[config.mk]
export PLATFORM = sky130hd
export DESIGN_NAME = dual_dac_top
export DESIGN_NICKNAME = d
export VERILOG_FILES = /design/src/dac_pkg.sv /design/src/dual_dac_top.sv /design/src/signal_combine.sv /design/src/channel_scaler.sv
export SDC_FILE = /design/constraint.sdc
export NUM_CORES = 2
export LEC_CHECK = 0
export ABC_AREA = 1
export BUFFER_PORTS_ARGS = -buffer_cell sky130_fd_sc_hd__buf_2
export CORE_UTILIZATION = 50
export DETAILED_ROUTE_END_ITERATION = 16
export PLACE_DENSITY = 0.75
export SLEW_MARGIN = 20
export SYNTH_ARGS = -nofsm -noshare
export SYNTH_HDL_FRONTEND = slang
export SYNTH_SLANG_ARGS = --single-unit
export TNS_END_PERCENT = 50
[constraint.sdc]
create_clock -name s1_clk -period 14.44 [get_ports s1_clk]
set_clock_uncertainty 0.2 [all_clocks]
set_input_delay 2.888 -clock s1_clk [delete_from_list [all_inputs] [get_ports s1_clk]]
set_output_delay 2.888 -clock s1_clk [all_outputs]
set_load 0.02 [all_outputs]
[src/dac_pkg.sv]
`default_nettype none

package dac_pkg;

    ////////////////////
    // Widths
    ////////////////////

    // Input samples, gains and offsets
    localparam int sample_width = 16;

    // DAC resolution in bits
    localparam int adc_width = 14;

    // One half of the packed DAC word
    localparam int adc_data_width = 16;

    // Stream word between scaler and combiner
    localparam int stream_width = 32;

    // Full multiplier result
    localparam int product_width = 2 * sample_width;

    // Zero fill below the MSB-aligned DAC code
    localparam int pad_width = stream_width - adc_width;

    // Sign bits added when packing a 14-bit code into a half word
    localparam int ext_width = adc_data_width - adc_width;

    ////////////////////
    // Fixed point
    ////////////////////

    // Gain is signed Q2.14, so 16384 is unity
    localparam int gain_frac_bits = 14;

    // Saturation limits of the 14-bit DAC
    localparam int dac_max = 8191;
    localparam int dac_min = -8192;

    ////////////////////
    // Types
    ////////////////////

    typedef logic signed [sample_width-1:0]  sample_t;
    typedef logic        [stream_width-1:0]  stream_t;
    typedef logic signed [product_width-1:0] product_t;
    typedef logic signed [adc_width-1:0]     dac_t;
    typedef logic        [adc_data_width-1:0] half_t;

endpackage

`default_nettype wire
[src/dual_dac_top.sv]
`default_nettype none

// Two-channel DAC feed
// Strobe to matching half of dac_data is 3 cycles
module dual_dac_top import dac_pkg::*;
(
    input  wire logic    s1_clk,
    input  wire logic    rst,
    input  wire sample_t in_a,
    input  wire logic    in_a_valid,
    input  wire sample_t in_b,
    input  wire logic    in_b_valid,
    input  wire sample_t gain_a,
    input  wire sample_t gain_b,
    input  wire sample_t offset_a,
    input  wire sample_t offset_b,
    output stream_t      dac_data,
    output logic         dac_valid,
    output logic         clip_a,
    output logic         clip_b
);

    ////////////////////
    // Channel links
    ////////////////////

    stream_t chan_a_data;
    logic    chan_a_valid;
    logic    chan_a_clip;

    stream_t chan_b_data;
    logic    chan_b_valid;
    logic    chan_b_clip;

    // Channel A scaler
    channel_scaler u_chan_a (
        .s1_clk    (s1_clk),
        .rst       (rst),
        .in_data   (in_a),
        .in_valid  (in_a_valid),
        .gain      (gain_a),
        .offset    (offset_a),
        .out_data  (chan_a_data),
        .out_valid (chan_a_valid),
        .out_clip  (chan_a_clip)
    );

    // Channel B scaler, same pipeline depth as A
    channel_scaler u_chan_b (
        .s1_clk    (s1_clk),
        .rst       (rst),
        .in_data   (in_b),
        .in_valid  (in_b_valid),
        .gain      (gain_b),
        .offset    (offset_b),
        .out_data  (chan_b_data),
        .out_valid (chan_b_valid),
        .out_clip  (chan_b_clip)
    );

    // Packs both channels into the DAC word
    signal_combine u_combine (
        .s1_clk    (s1_clk),
        .rst       (rst),
        .a_data    (chan_a_data),
        .a_valid   (chan_a_valid),
        .a_clip    (chan_a_clip),
        .b_data    (chan_b_data),
        .b_valid   (chan_b_valid),
        .b_clip    (chan_b_clip),
        .dac_data  (dac_data),
        .dac_valid (dac_valid),
        .clip_a    (clip_a),
        .clip_b    (clip_b)
    );

endmodule

`default_nettype wire

[src/signal_combine.sv]
`default_nettype none

// Holds the newest word from each channel
// and packs both into one DAC word
module signal_combine import dac_pkg::*;
(
    input  wire logic    s1_clk,
    input  wire logic    rst,
    input  wire stream_t a_data,
    input  wire logic    a_valid,
    input  wire logic    a_clip,
    input  wire stream_t b_data,
    input  wire logic    b_valid,
    input  wire logic    b_clip,
    output stream_t      dac_data,
    output logic         dac_valid,
    output logic         clip_a,
    output logic         clip_b
);

    // Latest sample per channel
    stream_t held_a;
    stream_t held_b;

    // Set once a channel has delivered anything
    logic seen_a;
    logic seen_b;

    // Top adc_width bits of a stream word, sign-extended to a half word
    function automatic half_t pack_half(input stream_t word);
        return {{ext_width{word[stream_width-1]}},
                word[stream_width-1:stream_width-adc_width]};
    endfunction

    ////////////////////
    // Hold registers
    ////////////////////

    // Cleared on reset so the DAC sees mid-scale zero
    // New sample simply overwrites the old one
    always_ff @(posedge s1_clk)
    begin
        if (rst)
        begin
            held_a <= '0;
            held_b <= '0;
            seen_a <= 1'b0;
            seen_b <= 1'b0;
            dac_valid <= 1'b0;
            clip_a <= 1'b0;
            clip_b <= 1'b0;
        end
        else
        begin
            if (a_valid)
            begin
                held_a <= a_data;
                seen_a <= 1'b1;
            end
            if (b_valid)
            begin
                held_b <= b_data;
                seen_b <= 1'b1;
            end
            // One cycle behind both seen flags, sticky till reset
            dac_valid <= seen_a & seen_b;
            // Same edge as the hold load, so pulse lines up with data
            clip_a <= a_valid & a_clip;
            clip_b <= b_valid & b_clip;
        end
    end

    // Channel A high, channel B low
    assign dac_data = {pack_half(held_a), pack_half(held_b)};

endmodule

`default_nettype wire

[src/channel_scaler.sv]
`default_nettype none

// Per-channel gain, offset and saturation
// Two register stages, so in_valid at one edge
// shows up on out_valid two edges later
module channel_scaler import dac_pkg::*;
(
    input  wire logic    s1_clk,
    input  wire logic    rst,
    input  wire sample_t in_data,
    input  wire logic    in_valid,
    input  wire sample_t gain,
    input  wire sample_t offset,
    output stream_t      out_data,
    output logic         out_valid,
    output logic         out_clip
);

    ////////////////////
    // Stage 1 multiply
    ////////////////////

    // Full-width signed product
    product_t product_s1;
    logic     valid_s1;

    // Stage 2 combinational terms
    product_t scaled;
    product_t sum;
    dac_t     sat_code;
    logic     sat_hit;

    // Product register
    always_ff @(posedge s1_clk)
    begin
        product_s1 <= in_data * gain;
    end

    // Valid pipe, stage 1
    always_ff @(posedge s1_clk)
    begin
        if (rst)
        begin
            valid_s1 <= 1'b0;
        end
        else
        begin
            valid_s1 <= in_valid;
        end
    end

    ////////////////////
    // Stage 2 scale
    ////////////////////

    // Drop the Q2.14 fraction
    // Arithmetic shift rounds toward minus infinity
    // Offset is sign-extended by the signed add
    always_comb
    begin
        scaled = product_s1 >>> gain_frac_bits;
        sum    = scaled + offset;
    end

    // Clamp to the DAC range
    always_comb
    begin
        if (sum > dac_max)
        begin
            sat_code = dac_t'(dac_max);
            sat_hit  = 1'b1;
        end
        else if (sum < dac_min)
        begin
            sat_code = dac_t'(dac_min);
            sat_hit  = 1'b1;
        end
        else
        begin
            // Low bits already hold the in-range code
            sat_code = sum[adc_width-1:0];
            sat_hit  = 1'b0;
        end
    end

    ////////////////////
    // Output register
    ////////////////////

    // Code sits at the top of the word with zeros below
    always_ff @(posedge s1_clk)
    begin
        out_data <= {sat_code, {pad_width{1'b0}}};
    end

    // Valid and clip pulse together
    always_ff @(posedge s1_clk)
    begin
        if (rst)
        begin
            out_valid <= 1'b0;
            out_clip  <= 1'b0;
        end
        else
        begin
            out_valid <= valid_s1;
            // Only flag clipping on a real sample
            out_clip  <= valid_s1 & sat_hit;
        end
    end

endmodule

`default_nettype wire

==> run_results.csv <==
group,metric,value,unit
status,outcome,"completed",
logic_synthesis,synth_top_family_by_area,"adder cells",
critical_path,worstPathCellList,"buf_2, nand2_1, inv_1, fa_1, fa_1, fa_1, fa_1, fa_1, inv_1, fa_1, inv_1, ha_1, nand2_1, nor2_1, inv_1, nor2_1, inv_1, nor3_1, a21boi_0, nor2_1, nand2_1, nand2_1",
timing,post-route-min-period,8450,ps
timing,fmax,118,MHz
logic_synthesis,synth.avg_cell_area,7.65,um2
critical_path,cpLargestDelayFamily,"adder cells",
finish,drive_gt1_share,5.73,%
drt,dr.first_iter.drc_count,1204,
min_path,hold_path_class,"reg -> reg",
drt,wl_per_cell,14.8,um
cts,root_buffer,"clkbuf_16",
critical_path,critPathBufInv,6,
timing,final_max_slew_viol_count,0,
grt,grt_pass1_vias,20100,
cts,htreeDepth,3,
finish,fin_nets,4148,
critical_path,cp.arrival,8500,ps
logic_synthesis,syn_nets,4129,
logic_synthesis,synth_top_cell_area_share,41.4,%
finish,final_util,53.2,%
drt,drc,0,
drt,first_pass_iters,7,
place,hpwl,50.1,mm
grt,overflow,0,
cts,cts_buffer_depth,2,
min_path,whs_path_depth,2,
critical_path,crit_top_cell,"fa_1",
logic_synthesis,yosys.area_share.simple,17.7,%
critical_path,worst-path-stages,22,
grt,grt_max_degree,31,
cts,hold_buffers,0,
critical_path,slowest_stage,"fa_1",
job,cap_violations,0,
timing,setup_viol,0,
logic_synthesis,synth_most_common_cell,"inv_1",
logic_synthesis,yosys-top-cells-area,"fa_1 41%, inv_1 14%, nand2_1 13%",
timing,hold_violations,0,
logic_synthesis,ys_ff_latch,103,
timing,fin_crit_sh,58.5,%
timing,worst_hold_slack,237,ps
place,port_buffers,134,
logic_synthesis,netlist_top_cells_count,"964 x inv_1, 853 x nand2_1, 524 x fa_1",
critical_path,end_kind,"register",
cts,tritoncts,"built",
grt,grt_pass1_wl,98.7,mm
floorplan,fp.coreArea,50100,um2
drt,post_drt_via_cell_ratio,4.88,
cts,cts_resized,0,
logic_synthesis,synth.area.mux_share,0,%
finish,diodes,0,
logic_synthesis,synth-warning-count,0,
timing,max_slew_margin,50.6,%
logic_synthesis,synthAdderAreaFrac,51.0,%
finish,area_delta_synth_final,5.20,%
timing,rsz0062_at_grt,"false",
cts,worstSkewPairLatency,360,ps
floorplan,die_w,227,um
logic_synthesis,synth_seq_area_share,8.14,%
grt,antenna_found_initial,2,
logic_synthesis,ys_async_sr_fraction,0,%
floorplan,pin_count,135,
critical_path,reg2reg_slack,11690,ps
critical_path,worstPathRequired,14490,ps
floorplan,dieArea,51500,um2
cts,cts.sinks,103,
logic_synthesis,netlist_area,25300,um2
critical_path,criticalPathCategory,"in -> reg",
logic_synthesis,synth_enable_flop_cells,0,
logic_synthesis,synth_xor_area_share,2.32,%
logic_synthesis,synth_cells,3311,
cts,cts_setup_buffers,0,
drt,num_vias,19600,
logic_synthesis,synth_compound_area_share,4.43,%
logic_synthesis,yosysTopAreaCell,"fa_1",
critical_path,cpPeakStageDelay,880,ps
logic_synthesis,ys_types,41,
floorplan,start_util,50.6,%
critical_path,crit_path_start_kind,"input port",
drt,routed_wl,59.4,mm
drt,ant_nets,0,
floorplan,die_y,227,um
cts,clk_pin_slew,70,ps
logic_synthesis,synthFlopType,"dfxtp_1",
place,gp_congestion,0.891,
critical_path,r2r_cells,15,
timing,setup-tns-final,0,ps
floorplan,rows,82,
grt,gr-usage-all-layers,23.9,%
timing,max_slew.worst_pin.slew,740,ps
critical_path,worstPathMaxFanout,15,
cts,cts_buffers,9,
-- logic make-up (layout without fill, tap and decap cells) --
family | Yosys count | count (layout)
simple gates | 1128 | 1128
buf+inv | 1096 | 1120
fa+ha+maj | 718 | 718
compound gates | 199 | 199
flops | 103 | 103
xor+xnor | 67 | 67
-- state kept, by name, indices dropped and copies added, names as in the netlist, 14 cells and up --
name                 count
u_chan_b.product_s1     18
u_combine.held_b        14
u_chan_a.product_s1     18
u_chan_b.out_data       14
u_combine.held_a        14
u_chan_a.out_data       14
-- path summary, 6_finish.rpt --
check                                  startpoint                                to
setup / recovery                        gain_b[1]   u_chan_b.product_s1[31]$_DFF_P_
hold / removal      u_combine.seen_a$_SDFFE_PP0P_    u_combine.dac_valid$_SDFF_PP0_
setup reg to reg  u_chan_b.product_s1[14]$_DFF_P_  u_chan_b.out_data[22]$_SDFF_PP1_
hold reg to reg     u_combine.seen_a$_SDFFE_PP0P_    u_combine.dac_valid$_SDFF_PP0_
-- layout by cell type, fill, tap and decap left out, drive strengths merged, types with 17 or more instances in the layout --
cell and count:
inv 973, a21oi 98, o21ai 66, ha 194
buf 134, nand3 58, dfxtp 103, or2 17
xnor2 23, nand2 859, nor3 18, fa 524
xor2 44, nor2 152
-- cell type report --
type	count	area [um2]
fillers	4816	23400
multi-input cells	2112	19100
inverters	970	3640
flip-flops and latches	103	2060
well taps	672	841
repair buffers	134	671
clock buffers	9	225
clock inverters	7	90.1
-- per-stage QoR --
stage                     cell area [um2]  setup slack, ps  std cells
after floorplan                     25300             5990       3311
after global placement              26300             5730       3991
after detailed placement            26300             5650       3991
after CTS                           26600             6030       4007
after global routing                26600             5650       4007
final                               26600             5990       4007
-- metal layers --
metal,vias to the layer above,GRT usage [%],share of wire [%]
met5,-,0,0.042
met4,4,3.51,1.1
met3,70,3.34,7.1
met2,627,39.5,46
met1,9415,34.1,45
li1,9449,-,-
-- tightest hold or removal path: stages, from the launching register on --
cell and delay [ps]:
dfxtp_1 300, inv_1 60, nor3_1 40
Power is left out: the tool's default activity adds up to more than one toggle a clock period on the data nets, which glitch-free logic cannot reach.
